`config.mk`:
```
export PLATFORM = sky130hd
export DESIGN_NAME = clint
export DESIGN_NICKNAME = d
export VERILOG_FILES = /design/src/clintPkg.sv /design/src/clint.sv /design/src/clintBusSlave.sv /design/src/clintRegs.sv /design/src/mtimeCounter.sv
export SDC_FILE = /design/constraint.sdc
export NUM_CORES = 1
export LEC_CHECK = 0
export ABC_CLOCK_PERIOD_IN_PS = 2500
export BUFFER_PORTS_ARGS = -buffer_cell sky130_fd_sc_hd__buf_4
export CORE_ASPECT_RATIO = 1.25
export CORE_MARGIN = 8
export CORE_UTILIZATION = 52
export CTS_BUF_LIST = sky130_fd_sc_hd__clkbuf_8
export DETAILED_ROUTE_END_ITERATION = 6
export GPL_TIMING_DRIVEN = 1
export MAX_ROUTING_LAYER = met4
export PLACE_DENSITY = 0.78
export SKIP_CTS_REPAIR_TIMING = 1
export SYNTH_ARGS = -nofsm -noshare
export SYNTH_HDL_FRONTEND = slang
export SYNTH_HIERARCHICAL = 1
export SYNTH_SLANG_ARGS = --single-unit
export TNS_END_PERCENT = 5
```
`constraint.sdc`:
```
create_clock -name HCLK -period 2.5 [get_ports HCLK]
set_clock_uncertainty 0.05 [all_clocks]
set_input_delay 0.25 -clock HCLK [delete_from_list [all_inputs] [get_ports HCLK]]
set_output_delay 0.25 -clock HCLK [all_outputs]
set_load 0.05 [all_outputs]
```
`src/clintPkg.sv`:
```
`default_nettype none

package clintPkg;

  //////////////////////////////////////////////////////////////////////
  // Bus and counter widths
  //////////////////////////////////////////////////////////////////////

  // Wishbone data width for the 32-bit hart
  localparam int dataWidth = 32;
  // One select line per byte of the data bus
  localparam int byteLanes = dataWidth / 8;
  // Word address space of the CLINT window
  localparam int addrWidth = 16;
  // Machine time and compare registers are always 64 bits
  localparam int timeWidth = 64;

  //////////////////////////////////////////////////////////////////////
  // Register map
  //////////////////////////////////////////////////////////////////////

  localparam logic [addrWidth-1:0] msipAddr       = 16'h0000;
  localparam logic [addrWidth-1:0] mtimeCmpLoAddr = 16'h4000;
  localparam logic [addrWidth-1:0] mtimeCmpHiAddr = 16'h4004;
  localparam logic [addrWidth-1:0] mtimeLoAddr    = 16'hBFF8;
  localparam logic [addrWidth-1:0] mtimeHiAddr    = 16'hBFFC;

  // Compare value out of reset sits at the top of the range
  // No timer interrupt can fire before software programs it
  localparam logic [timeWidth-1:0] mtimeCmpReset = {timeWidth{1'b1}};

  // Register targeted by one bus access
  typedef enum logic [2:0] {
    regNone,
    regMsip,
    regCmpLo,
    regCmpHi,
    regTimeLo,
    regTimeHi
  } clintReg_e;

  // Replace the bytes of oldWord whose select bit is set
  function automatic logic [dataWidth-1:0] byteMerge(
    input logic [dataWidth-1:0] oldWord,
    input logic [dataWidth-1:0] newWord,
    input logic [byteLanes-1:0] laneSel
  );
    logic [dataWidth-1:0] merged;
    merged = oldWord;
    for (int i = 0; i < byteLanes; i++) begin
      if (laneSel[i]) begin
        merged[8*i +: 8] = newWord[8*i +: 8];
      end
    end
    return merged;
  endfunction

endpackage

`default_nettype wire

```
`src/clint.sv`:
```
`default_nettype none

module clint (
  input  logic                           HCLK,
  input  logic                           HRESETn,
  // Wishbone classic slave port
  input  logic                           wbCyc,
  input  logic                           wbStb,
  input  logic                           wbWe,
  input  logic [clintPkg::addrWidth-1:0] wbAdr,
  input  logic [clintPkg::byteLanes-1:0] wbSel,
  input  logic [clintPkg::dataWidth-1:0] wbDatW,
  output logic [clintPkg::dataWidth-1:0] wbDatR,
  output logic                           wbAck,
  // Machine time for the hart time CSR
  output logic [clintPkg::timeWidth-1:0] mtime,
  // Interrupt lines to the hart
  output logic                           mTimerInt,
  output logic                           mSwInt
);

  import clintPkg::*;

  // Write port shared by the counter and the register block
  clintReg_e            regSel;
  logic                 writeEn;
  logic [byteLanes-1:0] byteEn;
  logic [dataWidth-1:0] writeData;

  // Register state fed back to the read multiplexer
  logic [timeWidth-1:0] mtimeCmp;
  logic                 msip;

  //////////////////////////////////////////////////////////////////////
  // Bus interface
  //////////////////////////////////////////////////////////////////////

  clintBusSlave busSlave (
    .HCLK      (HCLK),
    .HRESETn   (HRESETn),
    .wbCyc     (wbCyc),
    .wbStb     (wbStb),
    .wbWe      (wbWe),
    .wbAdr     (wbAdr),
    .wbSel     (wbSel),
    .wbDatW    (wbDatW),
    .wbDatR    (wbDatR),
    .wbAck     (wbAck),
    .mtime     (mtime),
    .mtimeCmp  (mtimeCmp),
    .msip      (msip),
    .regSel    (regSel),
    .writeEn   (writeEn),
    .byteEn    (byteEn),
    .writeData (writeData)
  );

  //////////////////////////////////////////////////////////////////////
  // Timebase and interrupt registers
  //////////////////////////////////////////////////////////////////////

  // Counter runs on HCLK, the only timebase this design supports
  mtimeCounter timeCounter (
    .HCLK      (HCLK),
    .HRESETn   (HRESETn),
    .regSel    (regSel),
    .writeEn   (writeEn),
    .byteEn    (byteEn),
    .writeData (writeData),
    .mtime     (mtime)
  );

  clintRegs regs (
    .HCLK      (HCLK),
    .HRESETn   (HRESETn),
    .regSel    (regSel),
    .writeEn   (writeEn),
    .byteEn    (byteEn),
    .writeData (writeData),
    .mtime     (mtime),
    .mtimeCmp  (mtimeCmp),
    .msip      (msip),
    .mTimerInt (mTimerInt),
    .mSwInt    (mSwInt)
  );

endmodule

`default_nettype wire

```
`src/clintBusSlave.sv`:
```
`default_nettype none

module clintBusSlave (
  input  logic                             HCLK,
  input  logic                             HRESETn,
  // Wishbone classic slave side
  input  logic                             wbCyc,
  input  logic                             wbStb,
  input  logic                             wbWe,
  input  logic [clintPkg::addrWidth-1:0]   wbAdr,
  input  logic [clintPkg::byteLanes-1:0]   wbSel,
  input  logic [clintPkg::dataWidth-1:0]   wbDatW,
  output logic [clintPkg::dataWidth-1:0]   wbDatR,
  output logic                             wbAck,
  // Register values returned for reads
  input  logic [clintPkg::timeWidth-1:0]   mtime,
  input  logic [clintPkg::timeWidth-1:0]   mtimeCmp,
  input  logic                             msip,
  // Write port toward the counter and the register block
  output clintPkg::clintReg_e              regSel,
  output logic                             writeEn,
  output logic [clintPkg::byteLanes-1:0]   byteEn,
  output logic [clintPkg::dataWidth-1:0]   writeData
);

  import clintPkg::*;

  logic                 request;
  logic [addrWidth-1:0] wordAdr;
  clintReg_e            decodedSel;
  logic [dataWidth-1:0] readMux;

  //////////////////////////////////////////////////////////////////////
  // Request and address decode
  //////////////////////////////////////////////////////////////////////

  // A new access is taken only while no acknowledge is pending
  // This gives every access a fixed two-cycle cost
  assign request = wbCyc & wbStb & ~wbAck;

  // Accesses are word aligned
  // Byte positions inside the word come from the select lines
  assign wordAdr = {wbAdr[addrWidth-1:2], 2'b00};

  always_comb begin
    case (wordAdr)
      msipAddr:       decodedSel = regMsip;
      mtimeCmpLoAddr: decodedSel = regCmpLo;
      mtimeCmpHiAddr: decodedSel = regCmpHi;
      mtimeLoAddr:    decodedSel = regTimeLo;
      mtimeHiAddr:    decodedSel = regTimeHi;
      // Anything outside the map reads zero and drops writes
      default:        decodedSel = regNone;
    endcase
  end

  //////////////////////////////////////////////////////////////////////
  // Read multiplexer
  //////////////////////////////////////////////////////////////////////

  always_comb begin
    case (decodedSel)
      // Only bit 0 of the msip word is implemented
      regMsip:   readMux = {{(dataWidth-1){1'b0}}, msip};
      regCmpLo:  readMux = mtimeCmp[dataWidth-1:0];
      regCmpHi:  readMux = mtimeCmp[timeWidth-1:dataWidth];
      regTimeLo: readMux = mtime[dataWidth-1:0];
      regTimeHi: readMux = mtime[timeWidth-1:dataWidth];
      default:   readMux = '0;
    endcase
  end

  //////////////////////////////////////////////////////////////////////
  // Handshake and write strobe
  //////////////////////////////////////////////////////////////////////

  // The acknowledge is high for the cycle after the request was sampled
  // The write strobe rides in the same cycle so targets update one edge later
  always_ff @(posedge HCLK or negedge HRESETn) begin
    if (!HRESETn) begin
      wbAck   <= 1'b0;
      writeEn <= 1'b0;
      regSel  <= regNone;
    end else begin
      wbAck   <= request;
      writeEn <= request & wbWe;
      // Target is held after the access so it stays stable around the strobe
      if (request) begin
        regSel <= decodedSel;
      end
    end
  end

  // Payload captured with the request
  // Read data is valid while wbAck is high
  always_ff @(posedge HCLK) begin
    if (request) begin
      wbDatR    <= readMux;
      byteEn    <= wbSel;
      writeData <= wbDatW;
    end
  end

endmodule

`default_nettype wire

```
`src/clintRegs.sv`:
```
`default_nettype none

module clintRegs (
  input  logic                           HCLK,
  input  logic                           HRESETn,
  // Registered write port from the bus slave
  input  clintPkg::clintReg_e            regSel,
  input  logic                           writeEn,
  input  logic [clintPkg::byteLanes-1:0] byteEn,
  input  logic [clintPkg::dataWidth-1:0] writeData,
  // Current machine time for the comparator
  input  logic [clintPkg::timeWidth-1:0] mtime,
  // Register state returned to the read multiplexer
  output logic [clintPkg::timeWidth-1:0] mtimeCmp,
  output logic                           msip,
  // Interrupt lines to the hart
  output logic                           mTimerInt,
  output logic                           mSwInt
);

  import clintPkg::*;

  logic writeCmpLo;
  logic writeCmpHi;
  logic writeMsip;

  // Decode the strobe into one enable per register
  assign writeCmpLo = writeEn & (regSel == regCmpLo);
  assign writeCmpHi = writeEn & (regSel == regCmpHi);
  // msip lives in byte 0, so lane 0 must be selected for it to change
  assign writeMsip  = writeEn & (regSel == regMsip) & byteEn[0];

  //////////////////////////////////////////////////////////////////////
  // Compare register
  //////////////////////////////////////////////////////////////////////

  // Each half is written independently with byte-lane merging
  // A 64-bit compare value therefore takes two bus writes
  always_ff @(posedge HCLK or negedge HRESETn) begin
    if (!HRESETn) begin
      mtimeCmp <= mtimeCmpReset;
    end else if (writeCmpLo) begin
      mtimeCmp[dataWidth-1:0] <= byteMerge(mtimeCmp[dataWidth-1:0], writeData, byteEn);
    end else if (writeCmpHi) begin
      mtimeCmp[timeWidth-1:dataWidth] <=
        byteMerge(mtimeCmp[timeWidth-1:dataWidth], writeData, byteEn);
    end
  end

  //////////////////////////////////////////////////////////////////////
  // Software interrupt pending bit
  //////////////////////////////////////////////////////////////////////

  // Software sets and clears this bit directly
  // Upper bits of the written word are ignored
  always_ff @(posedge HCLK or negedge HRESETn) begin
    if (!HRESETn) begin
      msip <= 1'b0;
    end else if (writeMsip) begin
      msip <= writeData[0];
    end
  end

  //////////////////////////////////////////////////////////////////////
  // Interrupt outputs
  //////////////////////////////////////////////////////////////////////

  // Timer interrupt stays asserted while time has reached the compare value
  // Both operands are unsigned 64-bit vectors
  // Software clears it by moving mtimeCmp past the current time
  assign mTimerInt = (mtime >= mtimeCmp);

  // Software interrupt mirrors the pending bit
  assign mSwInt = msip;

endmodule

`default_nettype wire

```
`src/mtimeCounter.sv`:
```
`default_nettype none

module mtimeCounter (
  input  logic                           HCLK,
  input  logic                           HRESETn,
  // Registered write port from the bus slave
  input  clintPkg::clintReg_e            regSel,
  input  logic                           writeEn,
  input  logic [clintPkg::byteLanes-1:0] byteEn,
  input  logic [clintPkg::dataWidth-1:0] writeData,
  // Free-running machine time
  output logic [clintPkg::timeWidth-1:0] mtime
);

  import clintPkg::*;

  logic                 writeLo;
  logic                 writeHi;
  logic [timeWidth-1:0] mtimeNext;

  // Write hits on either half of the counter
  assign writeLo = writeEn & (regSel == regTimeLo);
  assign writeHi = writeEn & (regSel == regTimeHi);

  //////////////////////////////////////////////////////////////////////
  // Next count value
  //////////////////////////////////////////////////////////////////////

  always_comb begin
    // Normal case is one tick per HCLK edge
    mtimeNext = mtime + 64'd1;
    if (writeLo) begin
      // The written half takes the selected bytes
      // The other half keeps its value and the count pauses for this edge
      mtimeNext = {mtime[timeWidth-1:dataWidth],
                   byteMerge(mtime[dataWidth-1:0], writeData, byteEn)};
    end else if (writeHi) begin
      mtimeNext = {byteMerge(mtime[timeWidth-1:dataWidth], writeData, byteEn),
                   mtime[dataWidth-1:0]};
    end
  end

  //////////////////////////////////////////////////////////////////////
  // Counter register
  //////////////////////////////////////////////////////////////////////

  // Time restarts from zero after reset
  always_ff @(posedge HCLK or negedge HRESETn) begin
    if (!HRESETn) begin
      mtime <= '0;
    end else begin
      mtime <= mtimeNext;
    end
  end

endmodule

`default_nettype wire
```
==> results of run 1 <==
[final cells by class]
cell class	instances	area share (%)
diodes	2	0.0317
clock buffers	38	3.31
clock inverters	26	0.697
inverters	83	2.00
multi-input cells	806	38.5
flip-flops and latches	202	34.8
well taps	283	2.24
repair buffers	366	18.4
[worst min-delay path by stage]
stage               slack, ns  cells after the start                               end
finish                   0.17                      4    busSlave/regSel[1]$_DFFE_PN0P_
global route             0.18                      4    busSlave/regSel[1]$_DFFE_PN0P_
CTS                     -0.27                      1  timeCounter/mtime[2]$_DFFE_PN0P_
detailed placement       0.28                      1  timeCounter/mtime[2]$_DFFE_PN0P_
global placement         0.28                      1  timeCounter/mtime[2]$_DFFE_PN0P_
floorplan                -0.1                      0    busSlave/regSel[0]$_DFFE_PN0P_
[state kept, by name (all words and copies together) (netlist names)]
register and count:
busSlave/byteEn 4, busSlave/regSel 3, busSlave/wbAck 1, busSlave/wbDatR 32, busSlave/writeData 32, busSlave/writeEn 1
regs/mSwInt 1, regs/mtimeCmp 64, timeCounter/mtime 64
[synthesized netlist by cell type, types with 11 or more instances]
library cell	n	area share, %
nand2_1	115	3.7
a21oi_1	89	3.9
nor2_1	87	2.8
inv_1	81	2.6
dfrtp_1	70	15
edfxtp_1	68	18
mux2_2	67	6.5
ha_1	66	7.1
dfstp_2	64	15
nand3_1	44	1.9
nand4_1	38	2.1
nor3_1	32	1.4
a222oi_1	27	2.3
o21ai_0	26	1.1
a211oi_1	20	1.3
clkbuf_1	20	0.65
a21o_1	14	0.91
o22ai_1	13	0.70
and3_1	11	0.60
and4_1	11	0.83
nor4_1	11	0.60
[power by group]
part | switching, mW | internal [mW]
Sequential | 0.0427 | 3.48
Combinational | 0.177 | 0.133
Clock | 1.36 | 1.41
Total | 1.58 | 5.02
[stage by stage]
stage                     hold WS (ns)  setup WS (ns)
after floorplan                -0.0956         -0.157
after global placement           0.282         -0.366
after detailed placement         0.275         -0.389
after CTS                       -0.272         -0.937
after global routing             0.178         -0.807
final                            0.175         -0.741
[critical path: stages, from the launching register on]
cell      delay, ns
dfstp_2        0.53
inv_1          0.07
ha_4           0.22
nand4_1        0.16
nor3_2         0.08
a22o_1         0.21
or4_4          0.58
a311oi_4       0.30
o21ai_4        0.10
buf_6          0.17
[routing by layer]
metal	GRT usage (%)	routed length (µm)	vias up
met5	-	0	-
met4	13.6	1680	0
met3	5.08	3150	120
met2	50.0	21200	640
met1	33.8	15800	5571
li1	-	-	5013
[cells by family after synthesis]
logic type / after synthesis
adders and majority gates: 66
buffers and inverters: 119
and+or+nand+nor: 409
xor gates and xnor gates: 5
AOI/OAI and AO/OA: 254
muxes: 72
DFF: 202
==> impl_metrics.json, run 1 <==
{
  "reg2reg_slack_ns": 0.07,
  "syn-cell-area_um2": 11600,
  "synth_xor_xnor_area_share_pct": 0.379,
  "htree_levels": 2,
  "vdd_ir_drop_max_mv": 0.393,
  "vias_per_cell": 6.28,
  "final_cell_mix": "buf_4 (321), nand2_1 (113), inv_1 (90)",
  "crit_fanout": 2,
  "dp_cells": 1702,
  "total_power_mw": 6.60,
  "setup_tns_ns": -0.741,
  "grt_usage_pct": 29.6,
  "synth_nets": 1250,
  "slew_headroom_pct": 39.9,
  "insertion_delay_ns": 0.52,
  "syn2layout_area_growth_pct": 36.6,
  "drt-initial-drc-count": 1290,
  "clock-root-buffer": "clkbuf_8",
  "timing.max_cap.violations": 0,
  "clockBufferDepth": 3,
  "r2r_end": "timeCounter/mtime[60]$_DFFE_PN0P_",
  "crit_type": "reg -> out",
  "overflow": 0,
  "r2r_start": "timeCounter/mtime[13]$_DFFE_PN0P_",
  "postPlaceCellArea_um2": 14300,
  "worstPathArrival_ns": 2.94,
  "multi_input_area_um2": 6080,
  "nets": 1618,
  "utilization_pct": 71.6,
  "io_buffer_count": 153,
  "synth_edf_count": 68,
  "synth-simple-area-share_pct": 18.9,
  "crit_path_start": "regs/mtimeCmp[35]$_DFFE_PN1P_",
  "synth_flop_cell": "dfrtp_1",
  "ys_seq_elements": 202,
  "syn_avg_cell_area_um2": 10.3,
  "antenna_found_initial": 1,
  "clk_pin_slew_ns": 0.06,
  "fin_crit_sh_pct": 130,
  "drv_slew": 0,
  "hpwl_mm": 30.4,
  "io-pin-count": 156,
  "synthAdderAreaFrac_pct": 7.14,
  "design_area_um2": 15800,
  "drt_wl_total_mm": 41.9,
  "die_w_um": 149,
  "p_per_area_nw_per_um2": 418,
  "fillCellCount": 1593,
  "first_global_vias": 11200,
  "yosysSeqAreaShare_pct": 47.3,
  "setup_viol": 1,
  "crit_path_end_kind": "output port",
  "start_util_pct": 52.4,
  "leakagePower_nw": 6.71,
  "fin_crit_ns": 3.24,
  "muxShareOfSynthArea_pct": 6.96,
  "required_ns": 2.20,
  "core_area_um2": 22100,
  "synth_compound_area_share_pct": 15.1,
  "ys_warn_count": 6,
  "hold_path.class": "in -> reg",
  "violations": "negative setup slack",
  "chipHeight_um": 183,
  "route.detailed.drc": 0,
  "grt_pass1_wl_mm": 61.4,
  "routedWlPerCell_um": 23.2,
  "netlist-cell-type-count": 77,
  "cts_tree": "done",
  "rr_worst_depth": 7,
  "first_pass_iters": 7,
  "cts_buffers": 36,
  "synth_top_family_by_area": "simple AND/OR/NAND/NOR gates",
  "drive_above_1_share_pct": 40.6,
  "grt_max_degree": 48,
  "fmax_mhz": 309,
  "antenna_left": 0,
  "start_kind": "register",
  "die-area_um2": 27300,
  "final_common_cell": "buf_4",
  "worst_slew_pin_slew_ns": 0.899,
  "hold_viol_final": 0,
  "synth_cells": 1127,
  "outcome": "finished, violations left",
  "hp-start": "wbStb",
  "crit_end": "mTimerInt",
  "async_flop_share_pct": 66.3,
  "fin_ws_ns": -0.741,
  "seqCellArea_um2": 5500,
  "vias": 11300,
  "instances_no_fill": 1806,
  "rsz0062_at_grt": "yes",
  "num_rows": 61,
  "cts_sinks": 202,
  "gp_congestion": 0.994
}
No activity file was read; power rests on OpenSTA's default activity.
==> inputs of run 2 (changes only) <==
--- a/config.mk
+++ b/config.mk
@@ -5,7 +5,7 @@
 export SDC_FILE = /design/constraint.sdc
 export NUM_CORES = 1
 export LEC_CHECK = 0
-export ABC_CLOCK_PERIOD_IN_PS = 2500
+export ABC_CLOCK_PERIOD_IN_PS = 4000
 export BUFFER_PORTS_ARGS = -buffer_cell sky130_fd_sc_hd__buf_4
 export CORE_ASPECT_RATIO = 1.25
 export CORE_MARGIN = 8
@@ -14,7 +14,8 @@
 export DETAILED_ROUTE_END_ITERATION = 6
 export GPL_TIMING_DRIVEN = 1
 export MAX_ROUTING_LAYER = met4
-export PLACE_DENSITY = 0.78
+export PLACE_DENSITY = 0.75
+export RECOVER_POWER = 100
 export SKIP_CTS_REPAIR_TIMING = 1
 export SYNTH_ARGS = -nofsm -noshare
 export SYNTH_HDL_FRONTEND = slang
==> constraint.sdc (replaced) <==
create_clock -name HCLK -period 4 [get_ports HCLK]
set_clock_uncertainty 0.05 [all_clocks]
set_input_delay 0.4 -clock HCLK [delete_from_list [all_inputs] [get_ports HCLK]]
set_output_delay 0.4 -clock HCLK [all_outputs]
set_load 0.05 [all_outputs]
==> impl_metrics.json, run 2 (synthesis gave the netlist of run 1 again) <==
{
  "cp.buffers_inverters": 0,
  "hp-start": "wbDatW[31]",
  "antenna_left": 0,
  "instances_no_fill": 1639,
  "setup_viol": 0,
  "first_pass_iters": 7,
  "core_area_um2": 22100,
  "worst_slew_pin_slew_ns": 1.95,
  "drt_wl_total_mm": 38.2,
  "crit_type": "reg -> reg",
  "cp_slowest_stage_delay_ns": 1.58,
  "first_global_vias": 10400,
  "fillCellCount": 1956,
  "start_kind": "register",
  "start_util_pct": 52.4,
  "vias": 10500,
  "cts_sinks": 202,
  "gp_congestion": 0.955,
  "crit_path_start": "timeCounter/mtime[9]$_DFFE_PN0P_",
  "cts_buffers": 36,
  "antenna_found_initial": 0,
  "syn2layout_area_growth_pct": 17.5,
  "reg2reg_slack_ns": 0.22,
  "postPlaceCellArea_um2": 13100,
  "crit_path_end_kind": "register",
  "fin_crit_ns": 3.78,
  "routedWlPerCell_um": 23.3,
  "hpwl_mm": 27.0,
  "grt_pass1_wl_mm": 58.4,
  "drive_above_1_share_pct": 20.6,
  "dp_cells": 1544,
  "htree_levels": 2,
  "timing.max_cap.violations": 4,
  "p_per_area_nw_per_um2": 311,
  "insertion_delay_ns": 0.53,
  "drv_slew": 191,
  "reg.largest.list": "regs/mtimeCmp x64, timeCounter/mtime x64",
  "leakagePower_nw": 5.37,
  "overflow": 0,
  "crit_fanout": 9,
  "final_cell_mix": "nand2_1 (115), clkbuf_1 (101), inv_1 (96)",
  "final_common_cell": "nand2_1",
  "io-pin-count": 156,
  "die_w_um": 149,
  "fin_crit_sh_pct": 94.5,
  "critPathTopFamily": "simple AND/OR/NAND/NOR gates",
  "setup_tns_ns": 0,
  "rsz0062_at_grt": "no",
  "chipHeight_um": 183,
  "die-area_um2": 27300,
  "worstPathCellList": "nand3_1, nor4_1, nand4_1, nor3_1, nor2_1, a211oi_1",
  "violations": "max-capacitance violations, max-slew violations",
  "grt_max_degree": 74,
  "outcome": "finished, violations left",
  "hold_path.class": "in -> reg",
  "io_buffer_count": 153,
  "worstPathArrival_ns": 4.17,
  "clock-root-buffer": "clkbuf_8",
  "nets": 1453,
  "cts_tree": "done",
  "num_rows": 61,
  "drt-initial-drc-count": 1153,
  "diodes": 0,
  "clk_pin_slew_ns": 0.07,
  "hold_viol_final": 0,
  "grt_usage_pct": 28.2,
  "r2r_start": "timeCounter/mtime[9]$_DFFE_PN0P_",
  "route.detailed.drc": 0,
  "clockBufferDepth": 3,
  "fmax_mhz": 264,
  "slowest_stage": "nor4_1",
  "vias_per_cell": 6.40,
  "slew_headroom_pct": -31.3,
  "required_ns": 4.39,
  "vdd_ir_drop_max_mv": 0.275,
  "design_area_um2": 13600
}
-- run 2: stage by stage --
stage / util, % / power [mW] / hold slack [ns] / setup slack [ns]
finish: 61.6 / 4.23 / 0.0392 / 0.219
global route: 61.6 / 4.36 / 0.0240 / 0.113
CTS: 62.4 / 4.25 / -0.0426 / 0.262
detailed placement: 59.2 / 2.40 / 0.481 / 0.812
global placement: 59.2 / 2.39 / 0.463 / 0.836
floorplan: - / 2.28 / 0.0544 / 0.864
-- run 2: final cells by class --
type	instances	area (µm²)	share of cell area [%]
well taps	283	354	2.61
multi-input cells	806	5560	40.9
flip-flops and latches	202	5480	40.3
inverters	83	312	2.29
repair buffers	201	1200	8.81
clock buffers	45	619	4.56
clock inverters	19	75.1	0.552
-- run 2: final timing paths --
check | endpoint | depth (start not counted)
max | timeCounter/mtime[47]$_DFFE_PN0P_ | 6
min | busSlave/writeData[31]$_DFFE_PP_ | 1
max reg2reg | timeCounter/mtime[47]$_DFFE_PN0P_ | 6
min reg2reg | regs/mSwInt$_DFFE_PN0P_ | 1
max in group asynchronous | timeCounter/mtime[11]$_DFFE_PN0P_ | 3
min in group asynchronous | busSlave/writeEn$_DFF_PN0_ | 2
-- run 2: per-layer routing --
metal | vias to the layer above | GRT usage (%) | part of all wire [%]
met4 | 0 | 13.7 | 4.1
met2 | 551 | 46.3 | 50
met3 | 108 | 4.41 | 7.6
met5 | - | - | 0
met1 | 5168 | 33.3 | 38
li1 | 4667 | - | -
-- run 2: power breakdown --
part	switching, mW	internal (mW)
Sequential	0.0258	2.18
Combinational	0.105	0.0598
Clock	0.858	1.01
